File: config.mk
export PLATFORM = sky130hd
export DESIGN_NAME = nand_master
export DESIGN_NICKNAME = d
export VERILOG_FILES = /design/src/nand_pkg.sv /design/src/nand_host_decode.sv /design/src/nand_op_sequencer.sv /design/src/nand_bus_cycle.sv /design/src/nand_result_regs.sv /design/src/nand_master.sv
export VERILOG_INCLUDE_DIRS = /design/src
export SDC_FILE = /design/constraint.sdc
export NUM_CORES = 1
export LEC_CHECK = 0
export ABC_CLOCK_PERIOD_IN_PS = 3350
export BUFFER_PORTS_ARGS = -buffer_cell sky130_fd_sc_hd__buf_2
export CAP_MARGIN = 20
export CELL_PAD_IN_SITES_DETAIL_PLACEMENT = 0
export CELL_PAD_IN_SITES_GLOBAL_PLACEMENT = 1
export CORE_MARGIN = 5
export CORE_UTILIZATION = 55
export DETAILED_ROUTE_END_ITERATION = 10
export PLACE_DENSITY_LB_ADDON = 0.1
export SKIP_CTS_REPAIR_TIMING = 1
export SYNTH_ARGS = -nofsm -noshare
export SYNTH_HDL_FRONTEND = slang
export SYNTH_SLANG_ARGS = --single-unit
File: constraint.sdc
create_clock -name clk -period 3.35 [get_ports clk]
set_input_delay 0.335 -clock clk [delete_from_list [all_inputs] [get_ports clk]]
set_output_delay 0.335 -clock clk [all_outputs]
set_load 0.02 [all_outputs]
File: src/nand_params.svh
`ifndef NAND_PARAMS_SVH
`define NAND_PARAMS_SVH

// --------------------------------------------------
// Bus cycle and delay timing, in clocks
// --------------------------------------------------
`define T_SETUP 1
`define T_PULSE 2
`define T_HOLD 1
// Wait after last write before R/B# is sampled
`define T_WB 8
// READ STATUS command to data read
`define T_WHR 6

// NAND opcodes
`define NAND_CMD_RESET 8'hFF
`define NAND_CMD_READ_ID 8'h90
`define NAND_CMD_READ_STATUS 8'h70
`define NAND_CMD_ERASE1 8'h60
`define NAND_CMD_ERASE2 8'hD0

// --------------------------------------------------
// Host command numbers
// --------------------------------------------------
`define OP_NAND_RESET 5'd1
`define OP_READ_ID 5'd3
`define OP_BLOCK_ERASE 5'd4
`define OP_READ_STATUS 5'd5
`define OP_GET_STATUS 5'd8
`define OP_CHIP_ENABLE 5'd9
`define OP_CHIP_DISABLE 5'd10
`define OP_WRITE_PROTECT 5'd11
`define OP_WRITE_ENABLE 5'd12
`define OP_RESET_INDEX 5'd13
`define OP_GET_ID_BYTE 5'd14
`define OP_GET_ADDR_BYTE 5'd18
`define OP_SET_ADDR_BYTE 5'd19

// Bus cycle kinds
`define CYC_CMD 2'd0
`define CYC_ADDR 2'd1
`define CYC_WRITE 2'd2
`define CYC_READ 2'd3

// Buffer sizes
`define ID_BYTES 5
`define ADDR_BYTES 5

// Wishbone register map
`define REG_CMD 2'd0
`define REG_DATA_IN 2'd1
`define REG_STATUS 2'd2
`define REG_DATA_OUT 2'd3

`endif

File: src/nand_pkg.sv
package nand_pkg;

	// --------------------------------------------------
	// Vector types
	// --------------------------------------------------
	// One NAND or host data byte
	typedef logic [7:0] byte_t;
	// Host command number
	typedef logic [4:0] op_code_t;
	// Bus cycle type
	typedef logic [1:0] cycle_kind_t;
	// Clock countdown
	typedef logic [15:0] delay_t;
	// Shared index register
	typedef logic [2:0] idx_t;
	// Address bytes 2 to 4, byte 2 in the low byte
	typedef logic [23:0] row_addr_t;
	// Wishbone register address
	typedef logic [1:0] wb_addr_t;

	// --------------------------------------------------
	// State machines
	// --------------------------------------------------
	// Sequencer, NEXT looks up the step and dispatches
	typedef enum logic [2:0] {
		SEQ_IDLE,
		SEQ_NEXT,
		SEQ_CYCLE,
		SEQ_DELAY,
		SEQ_RNB
	} seq_state_t;

	// Phases of one bus cycle
	typedef enum logic [1:0] {
		CS_IDLE,
		CS_SETUP,
		CS_PULSE,
		CS_HOLD
	} cycle_state_t;

endpackage

File: src/nand_host_decode.sv
`timescale 1ns/1ps
`include "nand_params.svh"

module nand_host_decode (
	input logic clk,
	input logic nreset,
	input logic wb_cyc,
	input logic wb_stb,
	input logic wb_we,
	input nand_pkg::wb_addr_t wb_adr,
	input nand_pkg::byte_t wb_dat_w,
	input logic busy,
	input nand_pkg::byte_t status,
	input nand_pkg::byte_t data_out,
	output nand_pkg::byte_t wb_dat_r,
	output logic wb_ack,
	output logic nand_start,
	output logic local_start,
	output nand_pkg::op_code_t op,
	output nand_pkg::byte_t data_in
);
	import nand_pkg::*;

	logic cmd_wr;
	logic take;
	logic is_nand_op;
	logic is_local_op;
	op_code_t new_op;
	byte_t rd_mux;

	// Command write on the bus this cycle
	assign cmd_wr = wb_we && (wb_adr == `REG_CMD);
	assign new_op = wb_dat_w[4:0];

	// Accept once per strobe, hold off commands while the sequencer runs
	assign take = wb_cyc && wb_stb && !wb_ack && !(cmd_wr && busy);

	// Sort command numbers, anything else is acked and dropped
	always_comb begin
		is_nand_op = 1'b0;
		is_local_op = 1'b0;
		case (new_op)
			`OP_NAND_RESET, `OP_READ_ID, `OP_BLOCK_ERASE, `OP_READ_STATUS:
				is_nand_op = 1'b1;
			`OP_GET_STATUS, `OP_CHIP_ENABLE, `OP_CHIP_DISABLE,
			`OP_WRITE_PROTECT, `OP_WRITE_ENABLE, `OP_RESET_INDEX,
			`OP_GET_ID_BYTE, `OP_GET_ADDR_BYTE, `OP_SET_ADDR_BYTE:
				is_local_op = 1'b1;
			default: ;
		endcase
	end

	// Read data select
	always_comb begin
		case (wb_adr)
			`REG_STATUS: rd_mux = status;
			`REG_DATA_OUT: rd_mux = data_out;
			default: rd_mux = 8'h00;
		endcase
	end

	// --------------------------------------------------
	// Ack and op strobes, all in the cycle after accept
	// --------------------------------------------------
	always_ff @(posedge clk) begin
		if (!nreset) begin
			wb_ack <= 1'b0;
			nand_start <= 1'b0;
			local_start <= 1'b0;
		end else begin
			wb_ack <= take;
			nand_start <= take && cmd_wr && is_nand_op;
			local_start <= take && cmd_wr && is_local_op;
		end
	end

	// Data registers
	always_ff @(posedge clk) begin
		if (take && cmd_wr)
			op <= new_op;
		if (take && wb_we && (wb_adr == `REG_DATA_IN))
			data_in <= wb_dat_w;
		if (take && !wb_we)
			wb_dat_r <= rd_mux;
	end

endmodule

File: src/nand_op_sequencer.sv
`timescale 1ns/1ps
`include "nand_params.svh"

module nand_op_sequencer (
	input logic clk,
	input logic nreset,
	input logic nand_start,
	input nand_pkg::op_code_t op,
	input nand_pkg::row_addr_t row_addr,
	input logic nand_rnb,
	input logic cycle_done,
	input nand_pkg::byte_t cycle_rd_byte,
	output logic busy,
	output logic cycle_start,
	output nand_pkg::cycle_kind_t cycle_kind,
	output nand_pkg::byte_t cycle_byte,
	output logic id_wr,
	output nand_pkg::idx_t id_idx,
	output logic status_wr,
	output nand_pkg::byte_t rd_byte
);
	import nand_pkg::*;

	// Step of the first ID read in the READ ID list
	localparam logic [3:0] ID_FIRST_STEP = 4'd3;

	seq_state_t state;
	op_code_t op_r;
	logic [3:0] step;
	delay_t delay_cnt;

	// Decoded current step
	seq_state_t step_state;
	cycle_kind_t step_kind;
	byte_t step_byte;
	delay_t step_delay;

	assign busy = (state != SEQ_IDLE);

	// --------------------------------------------------
	// Step lists, one per NAND op
	// --------------------------------------------------
	always_comb begin
		step_state = SEQ_IDLE;
		step_kind = `CYC_CMD;
		step_byte = 8'h00;
		step_delay = 16'd0;
		case (op_r)
			`OP_NAND_RESET: begin
				case (step)
					4'd0: begin
						step_state = SEQ_CYCLE;
						step_byte = `NAND_CMD_RESET;
					end
					4'd1: begin
						step_state = SEQ_DELAY;
						step_delay = delay_t'(`T_WB);
					end
					4'd2: step_state = SEQ_RNB;
					default: ;
				endcase
			end
			`OP_READ_ID: begin
				case (step)
					4'd0: begin
						step_state = SEQ_CYCLE;
						step_byte = `NAND_CMD_READ_ID;
					end
					// Single address byte 00h
					4'd1: begin
						step_state = SEQ_CYCLE;
						step_kind = `CYC_ADDR;
					end
					4'd2: begin
						step_state = SEQ_DELAY;
						step_delay = delay_t'(`T_WB);
					end
					// Five ID reads
					4'd3, 4'd4, 4'd5, 4'd6, 4'd7: begin
						step_state = SEQ_CYCLE;
						step_kind = `CYC_READ;
					end
					default: ;
				endcase
			end
			`OP_READ_STATUS: begin
				case (step)
					4'd0: begin
						step_state = SEQ_CYCLE;
						step_byte = `NAND_CMD_READ_STATUS;
					end
					4'd1: begin
						step_state = SEQ_DELAY;
						step_delay = delay_t'(`T_WHR);
					end
					4'd2: begin
						step_state = SEQ_CYCLE;
						step_kind = `CYC_READ;
					end
					default: ;
				endcase
			end
			`OP_BLOCK_ERASE: begin
				case (step)
					4'd0: begin
						step_state = SEQ_CYCLE;
						step_byte = `NAND_CMD_ERASE1;
					end
					// Row address, low byte first
					4'd1, 4'd2, 4'd3: begin
						step_state = SEQ_CYCLE;
						step_kind = `CYC_ADDR;
						step_byte = row_addr[(step - 4'd1) * 8 +: 8];
					end
					4'd4: begin
						step_state = SEQ_CYCLE;
						step_byte = `NAND_CMD_ERASE2;
					end
					4'd5: begin
						step_state = SEQ_DELAY;
						step_delay = delay_t'(`T_WB);
					end
					4'd6: step_state = SEQ_RNB;
					default: ;
				endcase
			end
			default: ;
		endcase
	end

	// --------------------------------------------------
	// Execute FSM
	// --------------------------------------------------
	always_ff @(posedge clk) begin
		if (!nreset) begin
			state <= SEQ_IDLE;
			step <= 4'd0;
			cycle_start <= 1'b0;
			id_wr <= 1'b0;
			status_wr <= 1'b0;
		end else begin
			// Strobes last one clock
			cycle_start <= 1'b0;
			id_wr <= 1'b0;
			status_wr <= 1'b0;
			case (state)
				SEQ_IDLE: begin
					if (nand_start) begin
						step <= 4'd0;
						state <= SEQ_NEXT;
					end
				end
				SEQ_NEXT: begin
					state <= step_state;
					if (step_state == SEQ_CYCLE)
						cycle_start <= 1'b1;
				end
				SEQ_CYCLE: begin
					if (cycle_done) begin
						// Post read bytes to ID buffer or data_out
						if (cycle_kind == `CYC_READ) begin
							if (op_r == `OP_READ_ID)
								id_wr <= 1'b1;
							else
								status_wr <= 1'b1;
						end
						step <= step + 4'd1;
						state <= SEQ_NEXT;
					end
				end
				SEQ_DELAY: begin
					if (delay_cnt <= 16'd1) begin
						step <= step + 4'd1;
						state <= SEQ_NEXT;
					end
				end
				SEQ_RNB: begin
					// Chip ready again
					if (nand_rnb) begin
						step <= step + 4'd1;
						state <= SEQ_NEXT;
					end
				end
				default: state <= SEQ_IDLE;
			endcase
		end
	end

	// Op, cycle and result data
	always_ff @(posedge clk) begin
		if (state == SEQ_IDLE && nand_start)
			op_r <= op;
		if (state == SEQ_NEXT) begin
			cycle_kind <= step_kind;
			cycle_byte <= step_byte;
			delay_cnt <= step_delay;
		end else if (state == SEQ_DELAY) begin
			delay_cnt <= delay_cnt - 16'd1;
		end
		if (state == SEQ_CYCLE && cycle_done) begin
			rd_byte <= cycle_rd_byte;
			id_idx <= idx_t'(step - ID_FIRST_STEP);
		end
	end

endmodule

File: src/nand_bus_cycle.sv
`timescale 1ns/1ps
`include "nand_params.svh"

module nand_bus_cycle (
	input logic clk,
	input logic nreset,
	input logic cycle_start,
	input nand_pkg::cycle_kind_t cycle_kind,
	input nand_pkg::byte_t cycle_byte,
	input nand_pkg::byte_t nand_dq_in,
	output logic cycle_done,
	output nand_pkg::byte_t cycle_rd_byte,
	output logic nand_cle,
	output logic nand_ale,
	output logic nand_nwe,
	output logic nand_nre,
	output nand_pkg::byte_t nand_dq_out,
	output logic nand_dq_oe
);
	import nand_pkg::*;

	cycle_state_t state;
	cycle_kind_t kind;
	// Clocks left in the current phase
	logic [3:0] phase_cnt;

	// Last hold clock ends the cycle
	assign cycle_done = (state == CS_HOLD) && (phase_cnt == 4'd0);

	always_ff @(posedge clk) begin
		if (!nreset) begin
			state <= CS_IDLE;
			phase_cnt <= 4'd0;
			nand_cle <= 1'b0;
			nand_ale <= 1'b0;
			nand_nwe <= 1'b1;
			nand_nre <= 1'b1;
			nand_dq_oe <= 1'b0;
		end else begin
			case (state)
				CS_IDLE: begin
					if (cycle_start) begin
						state <= CS_SETUP;
						phase_cnt <= 4'(`T_SETUP - 1);
						// Latch enables held for the whole cycle
						nand_cle <= (cycle_kind == `CYC_CMD);
						nand_ale <= (cycle_kind == `CYC_ADDR);
						// Drive the bus on all but reads
						nand_dq_oe <= (cycle_kind != `CYC_READ);
					end
				end
				CS_SETUP: begin
					if (phase_cnt == 4'd0) begin
						state <= CS_PULSE;
						phase_cnt <= 4'(`T_PULSE - 1);
						nand_nwe <= (kind == `CYC_READ);
						nand_nre <= (kind != `CYC_READ);
					end else begin
						phase_cnt <= phase_cnt - 4'd1;
					end
				end
				CS_PULSE: begin
					if (phase_cnt == 4'd0) begin
						state <= CS_HOLD;
						phase_cnt <= 4'(`T_HOLD - 1);
						nand_nwe <= 1'b1;
						nand_nre <= 1'b1;
					end else begin
						phase_cnt <= phase_cnt - 4'd1;
					end
				end
				CS_HOLD: begin
					if (phase_cnt == 4'd0) begin
						state <= CS_IDLE;
						nand_cle <= 1'b0;
						nand_ale <= 1'b0;
						nand_dq_oe <= 1'b0;
					end else begin
						phase_cnt <= phase_cnt - 4'd1;
					end
				end
				default: state <= CS_IDLE;
			endcase
		end
	end

	// Cycle data, read byte sampled on last pulse clock
	always_ff @(posedge clk) begin
		if (state == CS_IDLE && cycle_start) begin
			kind <= cycle_kind;
			nand_dq_out <= cycle_byte;
		end
		if (state == CS_PULSE && phase_cnt == 4'd0 && kind == `CYC_READ)
			cycle_rd_byte <= nand_dq_in;
	end

endmodule

File: src/nand_result_regs.sv
`timescale 1ns/1ps
`include "nand_params.svh"

module nand_result_regs (
	input logic clk,
	input logic nreset,
	input logic local_start,
	input nand_pkg::op_code_t op,
	input nand_pkg::byte_t data_in,
	input logic busy,
	input logic id_wr,
	input nand_pkg::idx_t id_idx,
	input logic status_wr,
	input nand_pkg::byte_t rd_byte,
	output nand_pkg::byte_t status,
	output nand_pkg::byte_t data_out,
	output nand_pkg::row_addr_t row_addr,
	output logic nand_nce,
	output logic nand_nwp
);
	import nand_pkg::*;

	idx_t idx;
	logic oob;
	byte_t id_buf [`ID_BYTES];
	byte_t addr_bytes [`ADDR_BYTES];
	logic id_ok;
	logic addr_ok;
	logic idx_ok;

	// Status: 7 busy, 4 index out of bounds, 3 write protected, 2 chip enabled
	assign status = {busy, 2'b00, oob, ~nand_nwp, ~nand_nce, 2'b00};

	// Erase row from address bytes 2 to 4
	assign row_addr = {addr_bytes[4], addr_bytes[3], addr_bytes[2]};

	// Index bounds per buffer
	assign id_ok = (idx < 3'(`ID_BYTES));
	assign addr_ok = (idx < 3'(`ADDR_BYTES));
	assign idx_ok = (op == `OP_GET_ID_BYTE) ? id_ok : addr_ok;

	// --------------------------------------------------
	// Local ops and buffers
	// --------------------------------------------------
	always_ff @(posedge clk) begin
		if (!nreset) begin
			// Start disabled and write protected
			nand_nce <= 1'b1;
			nand_nwp <= 1'b0;
			idx <= 3'd0;
			oob <= 1'b0;
			for (int i = 0; i < `ID_BYTES; i++)
				id_buf[i] <= 8'h00;
			for (int i = 0; i < `ADDR_BYTES; i++)
				addr_bytes[i] <= 8'h00;
		end else begin
			// ID bytes from the sequencer
			if (id_wr)
				id_buf[id_idx] <= rd_byte;
			if (local_start) begin
				case (op)
					`OP_CHIP_ENABLE: nand_nce <= 1'b0;
					`OP_CHIP_DISABLE: nand_nce <= 1'b1;
					`OP_WRITE_PROTECT: nand_nwp <= 1'b0;
					`OP_WRITE_ENABLE: nand_nwp <= 1'b1;
					`OP_RESET_INDEX: idx <= 3'd0;
					`OP_GET_ID_BYTE, `OP_GET_ADDR_BYTE, `OP_SET_ADDR_BYTE: begin
						if (idx_ok) begin
							if (op == `OP_SET_ADDR_BYTE)
								addr_bytes[idx] <= data_in;
							idx <= idx + 3'd1;
							oob <= 1'b0;
						end else begin
							// Past the end, wrap and flag
							idx <= 3'd0;
							oob <= 1'b1;
						end
					end
					default: ;
				endcase
			end
		end
	end

	// Host read-back register
	always_ff @(posedge clk) begin
		if (status_wr) begin
			data_out <= rd_byte;
		end else if (local_start) begin
			case (op)
				`OP_GET_STATUS: data_out <= status;
				`OP_GET_ID_BYTE: data_out <= id_ok ? id_buf[idx] : 8'h00;
				`OP_GET_ADDR_BYTE: data_out <= addr_ok ? addr_bytes[idx] : 8'h00;
				default: ;
			endcase
		end
	end

endmodule

File: src/nand_master.sv
`timescale 1ns/1ps

module nand_master (
	input logic clk,
	input logic nreset,
	// Host side, Wishbone classic
	input logic wb_cyc,
	input logic wb_stb,
	input logic wb_we,
	input nand_pkg::wb_addr_t wb_adr,
	input nand_pkg::byte_t wb_dat_w,
	output nand_pkg::byte_t wb_dat_r,
	output logic wb_ack,
	// NAND pins
	output logic nand_cle,
	output logic nand_ale,
	output logic nand_nwe,
	output logic nand_nre,
	output logic nand_nce,
	output logic nand_nwp,
	input logic nand_rnb,
	output nand_pkg::byte_t nand_dq_out,
	output logic nand_dq_oe,
	input nand_pkg::byte_t nand_dq_in
);
	import nand_pkg::*;

	// Host decode to execute stage and local registers
	logic nand_start;
	logic local_start;
	op_code_t op;
	byte_t data_in;
	logic busy;
	byte_t status;
	byte_t data_out;

	// Sequencer to bus cycle engine
	logic cycle_start;
	cycle_kind_t cycle_kind;
	byte_t cycle_byte;
	logic cycle_done;
	byte_t cycle_rd_byte;

	// Sequencer results and current address
	logic id_wr;
	idx_t id_idx;
	logic status_wr;
	byte_t rd_byte;
	row_addr_t row_addr;

	// Wishbone slave and command sorting
	nand_host_decode u_host_decode (.*);

	// Runs NAND commands as bus cycle lists
	nand_op_sequencer u_op_sequencer (.*);

	// Drives CLE, ALE, WE#, RE# and the data bus
	nand_bus_cycle u_bus_cycle (.*);

	// Local ops, status, buffers and CE#/WP#
	nand_result_regs u_result_regs (.*);

endmodule

# Yosys cells after proc, flatten, opt, wreduce, memory -nomap -nowiden
# Memories as Yosys holds them, arrays and structs flattened. A register that Yosys moved wholly into a read port is not among the register bits.
# Index checks and enable logic that the tools add are counted.
# Widths: inputs -> output; s select.
# word_totals
ram_bits	80
input_bits	24
memories	2
regBits	119
# mem_list
name	depth	width	read_ports	rd_ports_with_merged_regs	wr	line_no	source
u_result_regs.addr_bytes	5	8	4	1	5	nand_result_regs.sv:26	byte_t addr_bytes [`ADDR_BYTES];
u_result_regs.id_buf	5	8	1	1	5	nand_result_regs.sv:25	byte_t id_buf [`ID_BYTES];
# op_classes
bitwise_logic	2
reduce_logical	59
order_cmp	2
n_addsub	6
shift	1
muxes	89
n_eq_ne	58
# op_table
operator	n
$eq 5x4->1 const B	14
$mux 8	8
$pmux 16 s4	1
$pmux 8 s3	2
$mux 4	11
$mux 3	12
$shiftx 24x33->8	1
$mux 16	2
$pmux 4 s4	2
$pmux 8 s4	1
$mux 1	26
$eq 5x3->1 const B	4
$eq 5x5->1 const B	4
$pmux 3 s3	2
$logic_and 1x1->1	17
$eq 4x3->1 const B	4
$le 16x1->1 const B	1
$pmux 8 s2	1
$reduce_or 8->1	2
$sub 16x1->16 const B	1
$pmux 3 s5	1
$ne 2x2->1 const B	7
$pmux 1 s2	7
$reduce_and 2->1	7
40 further kinds	79

# Depth between registers and ports, before layout
# Gate-level depths: netlist of run 1.
# logic_depth
word_depth	9
mapped_depth	9
depth_no_buf	6

# Modules after synthesis
# A second synthesis of run 1 with hierarchy kept.
# unflattened
cells_unflattened	824
hier_area_um2	11417.2
# modules_own_cells
module	cells_per_inst	instances	area_per_inst_um2	seq_area_each_um2
nand_result_regs	402	1	6501.2	4264.1
nand_op_sequencer	262	1	2723.9	1461.4
nand_bus_cycle	100	1	1238.7	760.7
nand_host_decode	60	1	953.4	690.7

# Least setup slack after synthesis of run 1
# No wires, ideal clock.
# synth_timing
kind	reg-to-reg
start	register u_op_sequencer.step[0]
end	register u_op_sequencer.cycle_byte[7], data pin
arrival_ns	1.983
path_stages_with_launch	9
setup_ns	0.257
setup_slack_ns	1.110
path_buffers	3
path_cell_list	dfxtp_1 > inv_1 > clkbuf_1 > ha_1 > buf_2 > clkbuf_1 > mux2i_1 > o21ai_0 > o2bb2ai_1
# synth_via
elab_chain_cells	4
word_cells_on_any_way	12
# synth_rtl
element	line_no	source
start, declared	nand_op_sequencer.sv:29	logic [3:0] step;
start signal, assigned	nand_op_sequencer.sv:167	step <= step + 4'd1;
start signal, assigned	nand_op_sequencer.sv:173	step <= step + 4'd1;
start signal, assigned	nand_op_sequencer.sv:180	step <= step + 4'd1;
$sub 4x1->5 (tied with other cells)	nand_op_sequencer.sv:113	step_byte = row_addr[(step - 4'd1) * 8 +: 8];
$shiftx 24x33->8 / $reduce_or 3->1 (equally long branches)	nand_op_sequencer.sv:113, nand_op_sequencer.sv:104	
$pmux 8 s3	nand_op_sequencer.sv:104	case (step)
$pmux 8 s4 (*)	nand_op_sequencer.sv:48	case (op_r)
net u_op_sequencer.step_byte[7]	nand_op_sequencer.sv:35	byte_t step_byte;
end signal, assigned	nand_op_sequencer.sv:195	cycle_byte <= step_byte;
end, declared	nand_op_sequencer.sv:16	output nand_pkg::byte_t cycle_byte,
# Mark *: on every way through the listed nets, which the timed path passes. The rest lies on a longest branch.
# A chain may end at the register's enable or synchronous reset.

# Worst setup path in the final report of run 1
# layout_timing
start	register u_op_sequencer.step[0]
end	register u_op_sequencer.cycle_byte[6], data pin
# Same word-level chain as after synthesis.

==> flow_results.org, run 1 <==
** STA
- Pin slew with the least headroom to its limit :: 1.012 ns
- Time the worst path needs with I/O delays and setup :: 2.479 ns
- Max-slew violations :: 0
- The worst pin sits at a relative slew slack of 0.3231.
- Setup total negative slack on the finished layout was measured at 0 ns.
- Finish-stage setup viols :: 0
- Setup repair after global routing left no endpoint under its margin.
- The number of failing hold endpoints at the final stage was 0.
- Tcrit/Tclk final :: 0.7399
- Worst Skew :: 0.01125 ns
- Based on the critical path, the design can be clocked at up to approximately 0.40 GHz.
- Final WS setup :: around 0.87 ns

** Worst setup path
- Critical Path Sink Type :: flop
- Cell depth of the worst flop-to-flop path :: 6
- On the worst path, the slowest cell contributes a delay of just over 0.8 ns.
- Classification of the worst setup path :: flop to flop
- The endpoint identified for the worst register-to-register timing path is u_op_sequencer.cycle_byte[6].
- The cell family contributing the most delay on the critical path is adder cells.
- The setup check on the worst reg-to-reg path leaves a slack of 0.87 ns.
- STA puts the critical path data arrival time at 2.73 ns.
- Counting both buffers and inverters, the worst setup path holds a total of 1.
- R2r startpoint :: u_op_sequencer.step[0]
- Traced cell by cell, the critical path runs through inv_1, ha_1, mux2i_1, o21ai_0, a21boi_0, o21ai_0.
- Category of the worst setup path launch point :: flop
- WP data required :: 3.60 ns
- The cell that appears most often on the critical path is sky130_fd_sc_hd__o21ai_0.
- Slowest CP cell :: sky130_fd_sc_hd__ha_1
- Worst-path maximum fanout :: 18

** Worst hold path
- The path class of the tightest hold or removal check is primary input to flop.
- Number of instances on the worst hold path :: 2
- The worst hold path begins at wb_dat_w[3].
- Worst hold path endpoint :: u_host_decode.nand_start

** Synthesis
- Post-Syn Instances :: 864
- Primary flip-flop cell chosen by synthesis mapping :: sky130_fd_sc_hd__edfxtp_1
- The synthesized design contains 250 register bits.
- The share of the Yosys chip area taken by registers is 0.6235.
- Synth warnings :: 0
- In the post-synthesis netlist, the biggest area contributors are sky130_fd_sc_hd__edfxtp_1 (57%), sky130_fd_sc_hd__dfxtp_1 (5.7%), sky130_fd_sc_hd__mux4_2 (4.5%), sky130_fd_sc_hd__and2_1 (3.8%), sky130_fd_sc_hd__mux2i_1 (3.1%).
- Yosys top cell by area :: sky130_fd_sc_hd__edfxtp_1
- In this run the cell area of the synthesized design comes to ~0.012 mm².
- Number of enable-type register cells in the synthesized netlist :: 217
- Post-synth cell types :: 73
- The share of synthesized area in the top cell type comes to 0.5661.
- Of all flip-flops after synthesis, the portion carrying an async set or reset was 0.
- Each instance of the synthesized netlist takes up on average 13.32 µm².

** Layout
- Commonest non-fill, non-tap cell in the layout :: sky130_fd_sc_hd__edfxtp_1
- 0 antenna diodes ended up in the layout.
- The top cell types in the final layout, fill and taps aside, are sky130_fd_sc_hd__edfxtp_1 (217), sky130_fd_sc_hd__and2_1 (70), sky130_fd_sc_hd__buf_2 (47), sky130_fd_sc_hd__nand2_1 (42), sky130_fd_sc_hd__nor2_1 (41).
- Fin area :: 0.01315 mm²
- Once layout is complete, the cells apart from fillers number 1246.
- Layout cells sized above 1 :: 0.1493
- The layout has 1639 filler cells.
- The final layout contains 990 nets.
- Area Overhead vs Synth :: 14.26%

** Floorplanning
- For this configuration, the core starts out at a cell density of 0.5528.
- During I/O placement, the number of pins put on the boundary was 48.
- Die Height :: 154.7 µm
- The floorplan step defined a core boundary enclosing ~0.021 mm².
- Number of rows in the core area :: 53
- The die is 154.7 µm wide.
- The die covers 0.02392 mm².

** CTS
- After clock tree synthesis, the clock-pin slew on the worst setup and hold paths is roughly 0.06 ns.
- No sink is reached through more buffers than the 3 on the longest clock path.
- For this design, the sink count on the clock tree is 250.
- Clock tree synthesis selected as its root buffer the cell sky130_fd_sc_hd__clkbuf_16.
- H-tree Lvls :: 1
- For the worst-skew pair, the clock arrives at the later sink with an insertion delay of 0.52 ns.
- CTS tree :: built
- The number of clock buffers added by TritonCTS is 27.

** GRT
- In the global route stage, overall resource usage came out at 0.2139.
- The number of antenna violations at the first check in global routing is 0.
- Entering global routing, the biggest net connects 23 pins.
- Wire length of the first global-routing pass :: 40.33 mm
- Vias in the first global route :: approximately 7400
- Overflow left after global routing :: 0

** Job
- Max-cap violations in this run came to 0.

** Place
- Placed standard-cell area :: 0.01211 mm²
- Count of buffers from port buffering :: 47
- Pre-CTS worst setup slack :: 0.8645 ns
- Routability-driven placement finished with a final weighted congestion of approximately 0.88.
- The wire-length estimate of the detail-placed layout is ~19 mm.
- Total placed cells including tap cells :: 1186

** Outcome
- The flow ran to the end, and the final reports show no timing, DRC or antenna violations.

** Drt
- Total wirelength of the detailed-routed design :: approximately 26 mm
- Detailed Routing Iterations Pass 1 :: 5
- Routed vias :: 7406
- Post-detailed-route wirelength per cell :: 20.47 µm
- For this block, the initial DRC count from the detailed router was 532.
- In the routed layout, each cell is associated on average with a via count of roughly 5.9.
- Antenna violation net count after detailed routing :: 0
- Number of remaining DRC errors :: 0

** Pwr
- Total leakage power :: 4.605 nW
- Summing internal, switching and leakage power gives 6.836 mW.
- The worst-case IR drop observed on VDD is 0.0004444 V.
- Dividing total power by cell area gives a power density of 519.8 mW/mm².
-- synth_stat cells (6+ instances only) --
cell and instances:
sky130_fd_sc_hd__a211oi_1 7, sky130_fd_sc_hd__a21o_1 9, sky130_fd_sc_hd__a21oi_1 25, sky130_fd_sc_hd__a22oi_1 11
sky130_fd_sc_hd__and2_1 70, sky130_fd_sc_hd__and3_1 19, sky130_fd_sc_hd__buf_2 13, sky130_fd_sc_hd__clkbuf_1 22
sky130_fd_sc_hd__dfxtp_1 33, sky130_fd_sc_hd__edfxtp_1 217, sky130_fd_sc_hd__ha_1 15, sky130_fd_sc_hd__inv_1 19
sky130_fd_sc_hd__mux2_2 6, sky130_fd_sc_hd__mux2i_1 36, sky130_fd_sc_hd__mux4_2 23, sky130_fd_sc_hd__nand2_1 42
sky130_fd_sc_hd__nand2b_1 21, sky130_fd_sc_hd__nand3_1 25, sky130_fd_sc_hd__nand3b_1 10, sky130_fd_sc_hd__nand4_1 11
sky130_fd_sc_hd__nor2_1 41, sky130_fd_sc_hd__nor2b_1 10, sky130_fd_sc_hd__nor3_1 22, sky130_fd_sc_hd__nor4_1 7
sky130_fd_sc_hd__o21ai_0 31, sky130_fd_sc_hd__o22ai_1 7, sky130_fd_sc_hd__or3_1 7, sky130_fd_sc_hd__xor2_1 8
-- worst reg2reg max path, stage by stage (launching register included) --
cell,delay (ns)
sky130_fd_sc_hd__dfxtp_1,0.48
sky130_fd_sc_hd__inv_1,0.29
sky130_fd_sc_hd__ha_1,0.82
sky130_fd_sc_hd__mux2i_1,0.26
sky130_fd_sc_hd__o21ai_0,0.10
sky130_fd_sc_hd__a21boi_0,0.18
sky130_fd_sc_hd__o21ai_0,0.10
-- final cells by class --
| type | instances | area, µm² | area share |
|---|---|---|---|
| Clock buffer | 40 | 754.5 | 0.05737 |
| Clock inverter | 9 | 173.9 | 0.01322 |
| Inverter | 20 | 75.07 | 0.005708 |
| Multi-Input combinational cell | 579 | 4168 | 0.3169 |
| Sequential cell | 250 | 7178 | 0.5458 |
| Tap cell | 275 | 344.1 | 0.02616 |
| Timing Repair Buffer | 73 | 457.9 | 0.03482 |
-- flip-flops by register name, indices dropped and copies added (netlist names), 3 cells and up, named ones only --
signal	flops
u_result_regs.addr_bytes	64
u_result_regs.id_buf	64
u_op_sequencer.delay_cnt	16
u_bus_cycle.cycle_rd_byte	8
u_bus_cycle.nand_dq_out	8
u_host_decode.data_in	8
u_host_decode.wb_dat_r	8
u_op_sequencer.cycle_byte	8
u_op_sequencer.rd_byte	8
u_result_regs.data_out	8
u_host_decode.op	5
u_op_sequencer.op_r	5
u_bus_cycle.phase_cnt	4
u_op_sequencer.step	4
u_op_sequencer.id_idx	3
u_op_sequencer.state	3
u_result_regs.idx	3
-- power by group --
part | switching (mW) | internal (mW)
clock | 1.14 | 1.94
combinational | 0.188 | 0.114
sequential | 0.0351 | 3.42
total | 1.36 | 5.48
-- layer usage --
metal	share of wire	wire length [µm]	vias up	GRT usage
met5	0	0	-	0
met4	0.025	647	0	0.06770
met3	0.063	1599	40	0.02994
met2	0.49	12500	233	0.3604
met1	0.42	10770	3664	0.2904
li1	-	-	3469	-
-- stage by stage --
step                      hold slack, ns  utilization
after floorplan                   0.4003            -
after detailed placement          0.4052       0.5817
after CTS                       -0.02499       0.6263
after global placement            0.4013       0.5817
final                            0.08942       0.6316
after global routing             0.06696       0.6316
-- cell families (layout without fill, tap and decap cells) --
logic type | count (synthesis) | in the layout | synth area share
flops | 250 | 250 | 0.6235
other cells | 1 | 24 | 0.0003258
compound gates | 135 | 135 | 0.07838
buf+inv | 58 | 142 | 0.02228
mux | 65 | 65 | 0.08218
simple gates | 328 | 328 | 0.1678
fa+ha+maj | 15 | 15 | 0.01631
xor+xnor | 12 | 12 | 0.009131
-- worst max path at each step --
stage                           startpoint                           end  slack [ns]  depth (start not counted)
detailed placement  u_op_sequencer.step[0]  u_op_sequencer.cycle_byte[5]        0.86                          6
floorplan           u_op_sequencer.step[0]  u_op_sequencer.cycle_byte[7]        1.11                          8
global route        u_op_sequencer.step[0]  u_op_sequencer.cycle_byte[5]        0.61                          6
finish              u_op_sequencer.step[0]  u_op_sequencer.cycle_byte[6]        0.87                          6
global placement    u_op_sequencer.step[0]  u_op_sequencer.cycle_byte[5]        0.99                          6
CTS                 u_op_sequencer.step[0]  u_op_sequencer.cycle_byte[5]        0.86                          6
Power figures use the tool's default switching activity.
==> inputs of run 2 (changes only) <==
ABC_CLOCK_PERIOD_IN_PS = 2600   (was 3350)
CORE_UTILIZATION = 51   (was 55)
clock period = 2.6 ns   (was 3.35 ns; I/O delays follow)
==> run 2 against run 1 <==
Register-to-register slack lost 0.62 ns. Design area grew 1.3%. Total power up 28%. Largest power group unchanged. Clock power is 26% higher. Global-route usage shrank 1.5 points. Combinational power is 28% higher. Sequential cell count did not move. Critical path depth shrank 1. Via count hardly changed. Sequential share of layout area is 0.72 points lower. Critical endpoint is now u_host_decode.nand_start.
==> flow_results.org, run 2 (synthesized netlist as in run 1, its figures left out) <==
** GRT
- Number of antenna violations at the first check in global routing :: 0 (unchanged)
- The maximum number of pins on one net before global-route repair is 23 (unchanged).
- The overall fraction of global-route tracks in use is 0.1989 (-0.01499).
- The global-route wire length before repair came to 41.03 mm (+1.7%).
- Vias in the first global route :: 7509 (+1.5%)
- The overflow left after global routing is 0 (unchanged).

** Layout
- The sequential cell area in the final layout came to 0.007178 mm² (unchanged).
- The fraction of final layout cells with drive strength greater than 1 came to 0.1610 (+0.01164).
- The library cell used most frequently in the layout, excluding fill and tap cells, is sky130_fd_sc_hd__edfxtp_1.
- The multi-input combinational cell area was 0.004168 mm² (unchanged).
- Largest registers ranked by flip-flop count :: u_result_regs.addr_bytes (64), u_result_regs.id_buf (64), u_op_sequencer.delay_cnt (16)
- Top library cells by usage in the layout, fill and taps aside :: sky130_fd_sc_hd__edfxtp_1 (217), sky130_fd_sc_hd__and2_1 (70), sky130_fd_sc_hd__buf_2 (47), sky130_fd_sc_hd__nand2_1 (42), sky130_fd_sc_hd__nor2_1 (41)
- Fin area :: 0.01333 mm² (+1.3%)
- The number of fill cells in the layout was 1772 (+8.1%).
- Number of nets in the layout :: 1013 (+2.3%)
- The count of antenna diodes in the layout came to 0 (unchanged).
- From synthesis to final layout, the design area changed by 15.78%.

** Pwr
- Maximum ir drop on the vdd rail :: 0.0005179 V (+17%)
- The cell leakage power came to 4.703 nW (+2.1%).
- The ratio of total power to cell area was 654.6 mW/mm² (+26%).

** Floorplanning
- Full die area :: 0.02567 mm² (+7.3%)
- The floorplan row count came to 55 (+3.8%).
- Die Height :: 160.2 µm (+3.6%)
- Initial cell density of the core :: 0.5131 (-0.03971)
- Core box area :: 0.02243 mm² (+7.7%)
- X dimension of the die :: 160.2 µm (+3.6%)
- The number of ports placed on the die boundary was 48 (unchanged).

** Worst hold path
- The path class of the tightest hold or removal check is primary input to flop.
- Worst hold path endpoint :: u_op_sequencer.state[2]
- Hold path startpoint :: nand_rnb
- Number of instances on the worst hold path :: 3 (+1)

** CTS
- Clock sinks :: 250 (unchanged)
- The root buffer cell chosen for the clock tree is sky130_fd_sc_hd__clkbuf_16.
- The clock-pin transition on the worst setup and hold timing paths was 0.06 ns (about the same).
- The deepest clock path buffer count came to 3 (unchanged).
- The number of buffers created by CTS was 27 (unchanged).
- The depth of the CTS H-tree came to 1 (unchanged).
- TritonCTS built the clock tree.
- The insertion delay of the later-clocked pin in the worst-skew pair came to 0.53 ns (about the same).

** Worst setup path
- Cell family with most CP delay :: simple AND/OR/NAND/NOR gates
- Slowest CP cell :: sky130_fd_sc_hd__dlygate4sd3_1
- The maximum fanout encountered on the critical timing path was 12 (-6).
- The setup path with the least slack is of type flop to flop.
- The endpoint identified for the worst register-to-register timing path is u_host_decode.nand_start.
- The total buffers and inverters traversed by the critical path came to 1 (unchanged).
- The worst setup path is captured at a flop.
- Arrival time of the worst setup path :: 2.82 ns (+0.09 ns)
- Category of the worst setup path launch point :: flop
- Traced cell by cell, the critical path runs through nor3_1, and3_1, nand2_1, nor4_1, dlygate4sd3_1.
- The largest incremental delay on the critical path is 0.58 ns (-0.23 ns).
- The endpoint required time on the critical path was 3.07 ns (-0.53 ns).
- R2r startpoint :: u_op_sequencer.state[2]
- Slack of the worst reg-to-reg path :: 0.25 ns (-0.62 ns)
- Cell depth of the worst flop-to-flop path :: 5 (-1)

** Job
- The number of violations of the max-capacitance limit came to 0 (unchanged).

** Place
- Pre-CTS worst setup slack :: 0.3950 ns (-0.4695 ns)
- The count of buffers inserted at the top-level ports was 47 (unchanged).
- The total placed instance area came to 0.01228 mm² (+1.4%).
- Routability Congestion :: 0.9403 (+6.5%)
- HPWL after detailed placement :: 18.96 mm (+2.0%)

** STA
- Time the worst path needs with I/O delays and setup :: 2.351 ns (-0.1281 ns)
- Pin slew with the least headroom to its limit :: 0.7164 ns (-0.2952 ns)
- Setup repair after global routing left no endpoint under its margin.
- Finish-stage setup viols :: 0 (unchanged)
- Setup TNS :: 0 ns (unchanged)
- Achievable clock frequency :: 0.4254 GHz (+5.5%)
- Worst Skew :: 0.01771 ns (+0.006460 ns)
- The portion of the clock cycle consumed by the worst path in the final layout came to 0.9041 (+0.1642).
- The normalized max-slew margin is 0.5218 (+0.1987).
- The least setup slack across all paths after layout came to 0.2494 ns (-0.6219 ns).
- Final Hold Violating Endpoints :: 0 (unchanged)
- The final-report max-slew violation count was 0 (unchanged).

** Drt
- The mean number of vias per cell came to 5.796 (-2.5%).
- The number of remaining DRC errors came to 0 (unchanged).
- The number of violations reported at the end of detailed-routing iteration 0 is 614 (+15%).
- The total number of vias was 7413 (+0.095%).
- Total wirelength of the detailed-routed design :: 25.72 mm (+0.83%)
- The detailed-routing iteration count for the pre-antenna-repair pass came to 5 (unchanged).
- Antenna violation net count after detailed routing :: 0 (unchanged)
- Post-detailed-route wirelength per cell :: 20.11 µm (-1.8%)

** Outcome
- The flow ran to the end, and the final reports show no timing, DRC or antenna violations.
==> run 2: worst reg2reg max path: cells and delay by family, from the launching register on <==
kind	cells	cell delay, ns
AND/OR/NAND/NOR	4	1.29
flip-flops	1	0.43
buffers and inverters	1	0.58
==> run 2: stage by stage <==
stage,util,hold slack [ns],cells,power (mW)
6_report,0.5940,0.04510,1279,8.724
5_1_grt,0.5940,0.01608,1279,9.021
4_1_cts,0.5873,-0.1166,1264,8.794
3_5_place_dp,0.5474,0.4045,1215,4.911
3_3_place_gp,0.5474,0.4003,1215,4.898
2_1_floorplan,-,0.3381,887,4.775
==> run 2: worst max-delay path by stage <==
stage | from | end | slack [ns] | depth (start not counted)
3_5_place_dp | u_op_sequencer.step[0] | u_op_sequencer.cycle_byte[2] | 0.40 | 6
6_report | u_op_sequencer.state[2] | u_host_decode.nand_start | 0.25 | 5
5_1_grt | u_op_sequencer.state[2] | u_host_decode.nand_start | 0.09 | 5
2_1_floorplan | u_op_sequencer.step[0] | u_op_sequencer.cycle_byte[7] | 0.36 | 8
3_3_place_gp | u_op_sequencer.step[0] | u_op_sequencer.cycle_byte[7] | 0.51 | 5
4_1_cts | u_op_sequencer.step[0] | u_op_sequencer.cycle_byte[2] | 0.35 | 6
==> run 2: per-layer routing <==
metal  track usage  vias up  wire length [µm]
li1              -     3508                 -
met1        0.2720     3630             11040
met2        0.3303      226             12430
met3       0.02684       49              1448
met4       0.06883        0               797
met5             0        -                 0
==> run 2: power breakdown <==
part	switching [mW]	internal (mW)
registers	0.0435	4.41
logic	0.237	0.151
clock network	1.48	2.40
==> run 2: cell type report <==
cell class	count	share of cell area
clock buffers	36	0.05323
clock inverters	13	0.01399
inverters	20	0.005633
multi-input cells	579	0.3127
flip-flops and latches	250	0.5386
well taps	285	0.02676
repair buffers	96	0.04901
